## config.mk

```make
export PLATFORM = sky130hd
export DESIGN_NAME = fm_reg_top
export DESIGN_NICKNAME = d
export VERILOG_FILES = /design/src/logic/fm_reg_pkg.sv /design/src/logic/fm_addr_decode.sv /design/src/logic/fm_ch_regs.sv /design/src/logic/fm_keyon.sv /design/src/logic/fm_op_regs.sv /design/src/logic/fm_reg_top.sv /design/src/logic/fm_slot_ctrl.sv
export VERILOG_INCLUDE_DIRS = /design/src /design/src/logic
export SDC_FILE = /design/constraint.sdc
export NUM_CORES = 2
export LEC_CHECK = 0
export ABC_AREA = 1
export BUFFER_PORTS_ARGS = -buffer_cell sky130_fd_sc_hd__buf_2
export CORE_MARGIN = 3
export CORE_UTILIZATION = 40
export CTS_CLUSTER_SIZE = 28
export DETAILED_ROUTE_END_ITERATION = 8
export SLEW_MARGIN = 20
export SYNTH_ARGS = -nofsm -noshare
export SYNTH_HDL_FRONTEND = slang
export SYNTH_SLANG_ARGS = --single-unit
```

## constraint.sdc

```tcl
create_clock -name clk -period 160 [get_ports clk]
set_input_delay 24 -clock clk [delete_from_list [all_inputs] [get_ports clk]]
set_output_delay 24 -clock clk [all_outputs]
set_load 0.05 [all_outputs]
```

## src/logic/fm_reg_settings.svh

```systemverilog
// -------------------------------------------------
// Sizes are fixed by the register map
// Base addresses follow the FM chip layout
// -------------------------------------------------
`ifndef FM_REG_SETTINGS_SVH
`define FM_REG_SETTINGS_SVH

`define FM_N_SLOT       32      // Operator slots per sample
`define FM_N_CH         8       // Channels
`define FM_ADDR_KON     8'h08   // Key-on register
`define FM_ADDR_CH_BASE 8'h20   // First channel register
`define FM_ADDR_OP_BASE 8'h40   // First operator register

`endif

```

## src/logic/fm_reg_pkg.sv

```systemverilog
// -------------------------------------------------
// Shared types of the register section
// Slot order is op*8 + ch with M1=0, M2=1, C1=2, C2=3
// -------------------------------------------------
package fm_reg_pkg;

    typedef enum logic [3:0] {
        NONE      = 4'd0,
        KON       = 4'd1,
        RL_FB_CON = 4'd2,
        KC        = 4'd3,
        KF        = 4'd4,
        PMS_AMS   = 4'd5,
        DT1_MUL   = 4'd6,
        TL        = 4'd7,
        KS_AR     = 4'd8,
        AMS_D1R   = 4'd9,
        DT2_D2R   = 4'd10,
        D1L_RR    = 4'd11
    } reg_kind_e;

    typedef struct packed {
        logic       pad;
        logic [3:0] op_mask;    // Bit k drives operator k
        logic [2:0] ch;
    } kon_view_t;

    typedef struct packed {
        logic [1:0] hi2;        // RL
        logic [2:0] mid3;       // FB
        logic [2:0] lo3;        // CON
    } ch_view_t;

    typedef struct packed {
        logic [3:0] hi4;
        logic [3:0] lo4;
    } op_view_t;

    typedef union packed {
        logic [7:0] raw;
        kon_view_t  kon_view;
        ch_view_t   ch_view;
        op_view_t   op_view;
    } reg_data_u;

    typedef struct packed {
        reg_kind_e  kind;
        logic [4:0] slot;
        reg_data_u  data;
    } upd_req_t;

    typedef struct packed {
        logic [2:0] dt1;
        logic [3:0] mul;
        logic [6:0] tl;
        logic [1:0] ks;
        logic [4:0] ar;
        logic       amsen;
        logic [4:0] d1r;
        logic [1:0] dt2;
        logic [4:0] d2r;
        logic [3:0] d1l;
        logic [3:0] rr;
    } op_params_t;

    typedef struct packed {
        logic [1:0] rl;
        logic [2:0] fb;
        logic [2:0] con;
        logic [6:0] kc;
        logic [5:0] kf;
        logic [2:0] pms;
        logic [1:0] ams;
    } ch_params_t;

endpackage

```

## src/logic/fm_addr_decode.sv

```systemverilog
// -------------------------------------------------
// Purely combinational
// Unknown addresses give no request
// Channel and key-on requests target the M1 slot
// -------------------------------------------------
`timescale 1ns/1ps
`include "fm_reg_settings.svh"

module fm_addr_decode (
    input  logic                 wr,
    input  logic [7:0]           addr,
    input  logic [7:0]           din,
    output fm_reg_pkg::upd_req_t req,
    output logic                 req_valid
);

    always_comb begin
        req.kind     = fm_reg_pkg::NONE;
        req.slot     = 5'd0;
        req.data.raw = din;
        if (addr == `FM_ADDR_KON) begin
            req.kind = fm_reg_pkg::KON;
            req.slot = {2'b00, din[2:0]};       // M1 slot of the channel
        end else if (addr >= `FM_ADDR_CH_BASE && addr < `FM_ADDR_OP_BASE) begin
            req.slot = {2'b00, addr[2:0]};
            case (addr[4:3])
                2'd0:    req.kind = fm_reg_pkg::RL_FB_CON;
                2'd1:    req.kind = fm_reg_pkg::KC;
                2'd2:    req.kind = fm_reg_pkg::KF;
                default: req.kind = fm_reg_pkg::PMS_AMS;
            endcase
        end else if (addr >= `FM_ADDR_OP_BASE) begin
            req.slot = addr[4:0];               // Op in [4:3], channel in [2:0]
            case (addr[7:5])
                3'd2:    req.kind = fm_reg_pkg::DT1_MUL;
                3'd3:    req.kind = fm_reg_pkg::TL;
                3'd4:    req.kind = fm_reg_pkg::KS_AR;
                3'd5:    req.kind = fm_reg_pkg::AMS_D1R;
                3'd6:    req.kind = fm_reg_pkg::DT2_D2R;
                3'd7:    req.kind = fm_reg_pkg::D1L_RR;
                default: req.kind = fm_reg_pkg::NONE;
            endcase
        end
    end

    assign req_valid = wr && (req.kind != fm_reg_pkg::NONE);

endmodule

```

## src/logic/fm_ch_regs.sv

```systemverilog
// -------------------------------------------------
// Channel writes land while the counter is on M1
// Carrier flag follows the CON algorithm table
// -------------------------------------------------
`timescale 1ns/1ps
`include "fm_reg_settings.svh"

module fm_ch_regs (
    input  logic                   clk,
    input  logic                   rst,
    input  logic [4:0]             cur_slot,
    input  logic                   apply,
    input  fm_reg_pkg::upd_req_t   apply_req,
    output fm_reg_pkg::ch_params_t ch_out,
    output logic                   carrier_out
);

    fm_reg_pkg::ch_params_t mem [`FM_N_CH];
    fm_reg_pkg::ch_params_t next_entry;
    fm_reg_pkg::reg_data_u  d;
    logic                   carrier;

    // op is 0 M1, 1 M2, 2 C1, 3 C2
    function automatic logic is_carrier(input logic [2:0] con, input logic [1:0] op);
        logic c;
        case (con)
            3'd4:       c = (op >= 2'd2);
            3'd5, 3'd6: c = (op >= 2'd1);
            3'd7:       c = 1'b1;
            default:    c = (op == 2'd3);   // Serial chains end on C2
        endcase
        return c;
    endfunction

    assign d = apply_req.data;

    always_comb begin
        next_entry = mem[cur_slot[2:0]];
        if (apply) begin
            case (apply_req.kind)
                fm_reg_pkg::RL_FB_CON: begin
                    next_entry.rl  = d.ch_view.hi2;
                    next_entry.fb  = d.ch_view.mid3;
                    next_entry.con = d.ch_view.lo3;
                end
                fm_reg_pkg::KC: begin
                    next_entry.kc = d.raw[6:0];
                end
                fm_reg_pkg::KF: begin
                    next_entry.kf = d.raw[7:2];
                end
                fm_reg_pkg::PMS_AMS: begin
                    next_entry.pms = d.raw[6:4];
                    next_entry.ams = d.raw[1:0];
                end
                default: begin
                    next_entry = mem[cur_slot[2:0]];    // Operator and key-on kinds
                end
            endcase
        end
    end

    assign carrier = is_carrier(next_entry.con, cur_slot[4:3]);

    always_ff @(posedge clk or posedge rst) begin
        if (rst) begin
            for (int i = 0; i < `FM_N_CH; i++) begin
                mem[i] <= '0;
            end
            ch_out      <= '0;
            carrier_out <= 1'b0;
        end else begin
            mem[cur_slot[2:0]] <= next_entry;
            ch_out             <= next_entry;
            carrier_out        <= carrier;
        end
    end

    // Decoder targets M1 and the controller applies on that slot
    a_ch_on_m1: assert property (
        @(posedge clk) disable iff (rst)
        apply && apply_req.kind inside {fm_reg_pkg::RL_FB_CON, fm_reg_pkg::KC,
                                        fm_reg_pkg::KF, fm_reg_pkg::PMS_AMS}
            |-> cur_slot[4:3] == 2'd0
    ) else $error("channel write applied off the M1 slot");

endmodule

```

## src/logic/fm_keyon.sv

```systemverilog
// -------------------------------------------------
// One key-on write sets all four operators of a channel
// No CSM key-on from timer overflow
// -------------------------------------------------
`timescale 1ns/1ps
`include "fm_reg_settings.svh"

module fm_keyon (
    input  logic                 clk,
    input  logic                 rst,
    input  logic [4:0]           cur_slot,
    input  logic                 apply,
    input  fm_reg_pkg::upd_req_t apply_req,
    output logic                 keyon_out
);

    logic [`FM_N_SLOT-1:0] kon;
    logic [`FM_N_SLOT-1:0] kon_next;

    always_comb begin
        kon_next = kon;
        if (apply && apply_req.kind == fm_reg_pkg::KON) begin
            for (int k = 0; k < 4; k++) begin
                kon_next[k * `FM_N_CH + apply_req.data.kon_view.ch] =
                    apply_req.data.kon_view.op_mask[k];
            end
        end
    end

    always_ff @(posedge clk or posedge rst) begin
        if (rst) begin
            kon       <= '0;
            keyon_out <= 1'b0;
        end else begin
            kon       <= kon_next;
            keyon_out <= kon_next[cur_slot];    // M1 bit shows at once
        end
    end

    // Key-on requests carry the channel in both slot and data
    a_kon_slot: assert property (
        @(posedge clk) disable iff (rst)
        apply && apply_req.kind == fm_reg_pkg::KON
            |-> cur_slot == {2'b00, apply_req.data.kon_view.ch}
    ) else $error("key-on applied away from the channel's M1 slot");

endmodule

```

## src/logic/fm_op_regs.sv

```systemverilog
// -------------------------------------------------
// Read-modify-write on the slot being played
// A write shows on the stream in the cycle busy falls
// -------------------------------------------------
`timescale 1ns/1ps
`include "fm_reg_settings.svh"

module fm_op_regs (
    input  logic                   clk,
    input  logic                   rst,
    input  logic [4:0]             cur_slot,
    input  logic                   apply,
    input  fm_reg_pkg::upd_req_t   apply_req,
    output fm_reg_pkg::op_params_t op_out
);

    fm_reg_pkg::op_params_t mem [`FM_N_SLOT];
    fm_reg_pkg::op_params_t next_entry;
    fm_reg_pkg::reg_data_u  d;

    assign d = apply_req.data;

    // Apply only fires when cur_slot is the target, so the entry read is the one to change
    always_comb begin
        next_entry = mem[cur_slot];
        if (apply) begin
            case (apply_req.kind)
                fm_reg_pkg::DT1_MUL: begin
                    next_entry.dt1 = d.op_view.hi4[2:0];    // Bit 7 unused
                    next_entry.mul = d.op_view.lo4;
                end
                fm_reg_pkg::TL: begin
                    next_entry.tl = d.raw[6:0];
                end
                fm_reg_pkg::KS_AR: begin
                    next_entry.ks = d.raw[7:6];
                    next_entry.ar = d.raw[4:0];
                end
                fm_reg_pkg::AMS_D1R: begin
                    next_entry.amsen = d.raw[7];
                    next_entry.d1r   = d.raw[4:0];
                end
                fm_reg_pkg::DT2_D2R: begin
                    next_entry.dt2 = d.raw[7:6];
                    next_entry.d2r = d.raw[4:0];
                end
                fm_reg_pkg::D1L_RR: begin
                    next_entry.d1l = d.op_view.hi4;
                    next_entry.rr  = d.op_view.lo4;
                end
                default: begin
                    next_entry = mem[cur_slot];     // Channel and key-on kinds
                end
            endcase
        end
    end

    always_ff @(posedge clk or posedge rst) begin
        if (rst) begin
            for (int i = 0; i < `FM_N_SLOT; i++) begin
                mem[i] <= '0;
            end
            op_out <= '0;
        end else begin
            mem[cur_slot] <= next_entry;
            op_out        <= next_entry;
        end
    end

endmodule

```

## src/logic/fm_reg_top.sv

```systemverilog
// -------------------------------------------------
// Host writes use a plain strobe, dropped while busy
// All stream fields belong to slot_out
// -------------------------------------------------
`timescale 1ns/1ps

module fm_reg_top (
    input  logic                   clk,
    input  logic                   rst,
    input  logic                   wr,
    input  logic [7:0]             addr,
    input  logic [7:0]             din,
    output logic                   busy,
    output logic [4:0]             slot_out,
    output fm_reg_pkg::op_params_t op_out,
    output fm_reg_pkg::ch_params_t ch_out,
    output logic                   keyon_out,
    output logic                   carrier_out
);

    fm_reg_pkg::upd_req_t req;
    fm_reg_pkg::upd_req_t apply_req;
    logic                 req_valid;
    logic                 apply;
    logic [4:0]           cur_slot;

    fm_addr_decode i_decode (
        .wr        (wr),
        .addr      (addr),
        .din       (din),
        .req       (req),
        .req_valid (req_valid)
    );

    fm_slot_ctrl i_ctrl (
        .clk       (clk),
        .rst       (rst),
        .req       (req),
        .req_valid (req_valid),
        .busy      (busy),
        .cur_slot  (cur_slot),
        .slot_out  (slot_out),
        .apply     (apply),
        .apply_req (apply_req)
    );

    fm_op_regs i_op_regs (
        .clk       (clk),
        .rst       (rst),
        .cur_slot  (cur_slot),
        .apply     (apply),
        .apply_req (apply_req),
        .op_out    (op_out)
    );

    fm_ch_regs i_ch_regs (
        .clk         (clk),
        .rst         (rst),
        .cur_slot    (cur_slot),
        .apply       (apply),
        .apply_req   (apply_req),
        .ch_out      (ch_out),
        .carrier_out (carrier_out)
    );

    fm_keyon i_keyon (
        .clk       (clk),
        .rst       (rst),
        .cur_slot  (cur_slot),
        .apply     (apply),
        .apply_req (apply_req),
        .keyon_out (keyon_out)
    );

endmodule

```

## src/logic/fm_slot_ctrl.sv

```systemverilog
// -------------------------------------------------
// One pending write at a time
// New writes are dropped while busy
// Apply fires 1 to 32 cycles after the write strobe
// -------------------------------------------------
`timescale 1ns/1ps

module fm_slot_ctrl (
    input  logic                 clk,
    input  logic                 rst,
    input  fm_reg_pkg::upd_req_t req,
    input  logic                 req_valid,
    output logic                 busy,
    output logic [4:0]           cur_slot,
    output logic [4:0]           slot_out,
    output logic                 apply,
    output fm_reg_pkg::upd_req_t apply_req
);

    fm_reg_pkg::upd_req_t pend_req;
    logic                 accept;

    assign accept = req_valid && !busy;

    // Stores read cur_slot and register once, so slot_out trails it by one
    always_ff @(posedge clk or posedge rst) begin
        if (rst) begin
            cur_slot <= 5'd1;                   // Stream leads with slot 0
            slot_out <= 5'd0;
        end else begin
            cur_slot <= cur_slot + 5'd1;        // Wraps 31 to 0
            slot_out <= cur_slot;
        end
    end

    always_ff @(posedge clk or posedge rst) begin
        if (rst) begin
            busy <= 1'b0;
        end else if (apply) begin
            busy <= 1'b0;                       // Write done
        end else if (accept) begin
            busy <= 1'b1;
        end
    end

    always_ff @(posedge clk) begin
        if (accept) begin
            pend_req <= req;
        end
    end

    assign apply     = busy && (cur_slot == pend_req.slot);
    assign apply_req = pend_req;

    // Only decoded register kinds may be held and applied
    a_apply_kind: assert property (
        @(posedge clk) disable iff (rst)
        apply |-> apply_req.kind != fm_reg_pkg::NONE
    ) else $error("apply of a request with no register kind");

    a_busy_fall: assert property (
        @(posedge clk) disable iff (rst)
        apply |=> !busy
    ) else $error("busy held after apply");

    // The counter visits every slot within one round
    a_apply_bound: assert property (
        @(posedge clk) disable iff (rst)
        $rose(busy) |-> ##[0:31] apply
    ) else $error("pending write never applied");

endmodule

```

==> run metrics <==
setup bufs post-CTS 0; Final Skew 42.0 ps; sw frac 22.2%; TritonCTS clock tree done; Tot GR Track Use 31.3%; Critical Path Source Type input port; number of buffers inserted during clock tree synthesis 186; H-tree lvl count 4; share of the yosys chip area belonging to registers 54.8%; quantity of hold-fixing buffers added after cts 0; effective utilization at floorplan 40.3%; NumNets Final 9367; routability congestion estimate 0.832; shortest clock period the worst path allows after layout 28080 ps; Top Ports 95; die area 198000 µm²; setup repair after global routing missed its margin no; Routed WL 316000 µm; antenna violation net count after detailed routing 0; worst-case clock buffer depth 3; slew at the pin closest to its max-slew limit 1410 ps; internal power of the cells 0.690 mW; Hold Fails Final Rpt 0; maximum vdd ir drop 0.0100 mV; Setup WS pre-CTS 130940 ps; proportion of layout cells with a drive suffix above 1 7.70%; layout-stage area growth over the synthesis result 11.1%; core area 191000 µm²; Gate Count Post-Synth 9621; met2 wirelength from detailed routing 135000 µm; DRC violation count after routing 0; wire length of the first global-routing pass 460000 µm; setup total negative slack 0 ps; post-synth design cell area 77000 µm²; wl on met1 119000 µm; areal power density over the cells 10.4 nW/µm²; type of the most critical hold path reg -> reg; arrival time at the worst endpoint 28880 ps; type of the worst setup path in -> async; Switching Power 0.197 mW; part of the total power dissipated in combinational logic 1.2%; IO Port Bufs 94; portion of total power attributed to sequential cells 48.1%; crit path max fanout 78; Clock Sinks 1682; Worst Setup End Kind asynchronous set/reset pin; final worst-path cycle share 17.5%; Highest Clock Rate 35.6 MHz; leakage power summed over all cells 44.0 nW; pin count of the biggest net entering global routing 181; die width 445 µm; routed length per placed instance 26.3 µm; result of the run complete, no violations; Chip Height 445 µm; total count of max-transition violations in the final report 0; clock slew seen by the registers of the worst setup and hold paths 60 ps; smallest setup slack after layout 131920 ps; maxcap violations 0; clock share of power 50.7%; grt total ovfl 0; root buffer cell sky130_fd_sc_hd__clkbuf_16; max layer used met5; cells resized by post-CTS repair 0; Site Rows 160; met3 wirelength from detailed routing 40700 µm; number of endpoints failing setup at the final stage 0; required time at the endpoint of the critical path 160810 ps; total number of yosys warnings 0; Max-Slew Margin vs Limit 5.99%; routed via count divided by cell count 5.90; antenna violations before repair 21; HPWL reported at the end of detailed placement 156000 µm; number of global-route vias before repair 66700; number of DRC violations after detailed-routing iteration 0 9935; post-synth cell types 51; mean post-synth cell area 8.00 µm²; synthesis-stage register bit count 1682; insertion delay of the later-clocked pin in the worst-skew pair 860 ps; Initial DRT Pass Iterations 6; Syn Nets 9644; total number of vias 70900
## power groups by stage
stage / Clock [mW] / Sequential (mW) / Combinational [mW]
after detailed placement: 0 / 0.434 / 0.0109
final: 0.450 / 0.427 / 0.0107
after global placement: 0 / 0.434 / 0.0107
after floorplan: 0 / 0.436 / 0.00694
after global routing: 0.471 / 0.426 / 0.0124
after CTS: 0.454 / 0.427 / 0.0109
## registers in the layout, indices dropped and copies added (netlist names)
register and count:
i_keyon.keyon_out 1, i_ch_regs.carrier_out 1, i_op_regs.op_out 42, i_ctrl.slot_out 5, i_ctrl.apply_req 17, i_ctrl.busy 1
i_ctrl.cur_slot 5, i_op_regs.mem 1344, i_ch_regs.ch_out 26, i_ch_regs.mem 208, i_keyon.kon 32
## cells by family (layout without fill, tap and decap cells)
group           Yosys count  count (layout)  share of synthesized area, %
simple gates           5959            5959                          32.0
flops                  1682            1682                          54.8
buf+inv                1084             955                          6.03
compound gates          891             891                          7.05
fa+ha+maj                 4               4                        0.0650
xor+xnor                  1               1                        0.0114
other cells               0              10                             0
## layout by cell type, fill, tap and decap left out, types with 15 or more instances in the layout
cell / synthesis / final
sky130_fd_sc_hd__nand2_1: 4334 / 4306
sky130_fd_sc_hd__dfrtp_1: 1664 / 1664
sky130_fd_sc_hd__nand3_1: 1226 / 1225
sky130_fd_sc_hd__o21ai_0: 352 / 352
sky130_fd_sc_hd__inv_1: 299 / 279
sky130_fd_sc_hd__clkbuf_16: 0 / 189
sky130_fd_sc_hd__nand4_1: 184 / 184
sky130_fd_sc_hd__buf_4: 44 / 174
sky130_fd_sc_hd__a22oi_1: 153 / 153
sky130_fd_sc_hd__o21ai_1: 144 / 144
sky130_fd_sc_hd__nor2_1: 135 / 99
sky130_fd_sc_hd__buf_2: 226 / 94
sky130_fd_sc_hd__a21oi_1: 68 / 68
sky130_fd_sc_hd__inv_2: 26 / 53
sky130_fd_sc_hd__clkbuf_8: 0 / 45
sky130_fd_sc_hd__nor2_4: 0 / 35
sky130_fd_sc_hd__and2_1: 35 / 35
sky130_fd_sc_hd__clkbuf_1: 391 / 33
sky130_fd_sc_hd__o2111ai_1: 32 / 32
sky130_fd_sc_hd__nand2_2: 4 / 30
sky130_fd_sc_hd__clkinv_2: 0 / 30
sky130_fd_sc_hd__o21a_1: 23 / 23
sky130_fd_sc_hd__o22ai_1: 22 / 22
sky130_fd_sc_hd__nand3b_1: 22 / 22
sky130_fd_sc_hd__a22o_1: 21 / 21
sky130_fd_sc_hd__a21boi_0: 19 / 19
sky130_fd_sc_hd__a221oi_1: 19 / 19
sky130_fd_sc_hd__edfxtp_1: 17 / 17
sky130_fd_sc_hd__bufinv_16: 0 / 15
## final cells by class
class	instances	area (µm²)
clock inverters	69	887
flip-flops and latches	1682	42200
clock buffers	267	5470
fillers	18500	105000
repair buffers	274	1920
multi-input cells	6855	30500
well taps	2511	3140
diodes	10	25.0
inverters	345	1370
## worst max-delay path, stage by stage
cell	delay, ps
sky130_fd_sc_hd__buf_2	130
sky130_fd_sc_hd__inv_8	380
sky130_fd_sc_hd__buf_4	840
sky130_fd_sc_hd__buf_4	620
sky130_fd_sc_hd__buf_4	840
sky130_fd_sc_hd__buf_4	850
sky130_fd_sc_hd__buf_4	900
## routing by layer
metal	track usage (%)	vias to the layer above
li1	-	30500
met4	17.1	8
met3	9.00	1078
met5	0	-
met2	47.2	4736
met1	40.7	34600
## Yosys cell counts (all sizes together)
master | n | area share [%]
nand2 | 4338 | 21
dfrtp | 1664 | 54
nand3 | 1232 | 8.1
o21ai | 497 | 3.2
clkbuf | 393 | 1.9
buf | 346 | 2.4
inv | 326 | 1.6
nand4 | 184 | 1.5
a22oi | 153 | 1.5
nor2 | 137 | 0.67
a21oi | 69 | 0.45
and2 | 35 | 0.28
o2111ai | 32 | 0.36
a21boi | 25 | 0.32
nand3b | 23 | 0.23
o21a | 23 | 0.22
o22ai | 22 | 0.18
a221oi | 21 | 0.26
a22o | 21 | 0.24
clkinv | 19 | 0.093
edfxtp | 17 | 0.66
o31ai | 7 | 0.068
and3 | 5 | 0.041
nor3 | 5 | 0.046
a211oi | 4 | 0.039
a31oi | 4 | 0.033
a41oi | 4 | 0.046
ha | 4 | 0.065
o211ai | 4 | 0.039
o2bb2ai | 4 | 0.046
dfstp | 1 | 0.034
o21bai | 1 | 0.0098
xor2 | 1 | 0.011
## path summary, 6_finish.rpt
check	cells past startpoint	endpoint	startpoint	slack, ps
min in group asynchronous	2	i_op_regs.op_out[35]	rst	23210
max reg2reg	13	i_op_regs.mem[1]	i_ctrl.cur_slot[0]	153550
max in group clk	1	busy	i_ctrl.busy	134440
min reg2reg	2	i_op_regs.mem[220]	i_op_regs.mem[220]	480
max	7	i_op_regs.mem[428]	rst	131920
min	2	i_op_regs.mem[220]	i_op_regs.mem[220]	480
## through the flow
stage	utilization [%]	instances	area [µm²]	hold slack, ps	total power, mW
after global routing	44.8	12000	85500	490	0.910
after global placement	41.4	11700	78900	462	0.445
after detailed placement	41.4	11700	79000	465	0.445
final	44.8	12000	85500	478	0.887
after floorplan	-	9621	77000	349	0.443
after CTS	44.7	12000	85300	481	0.891
No activity file was read; power rests on OpenSTA's default activity.
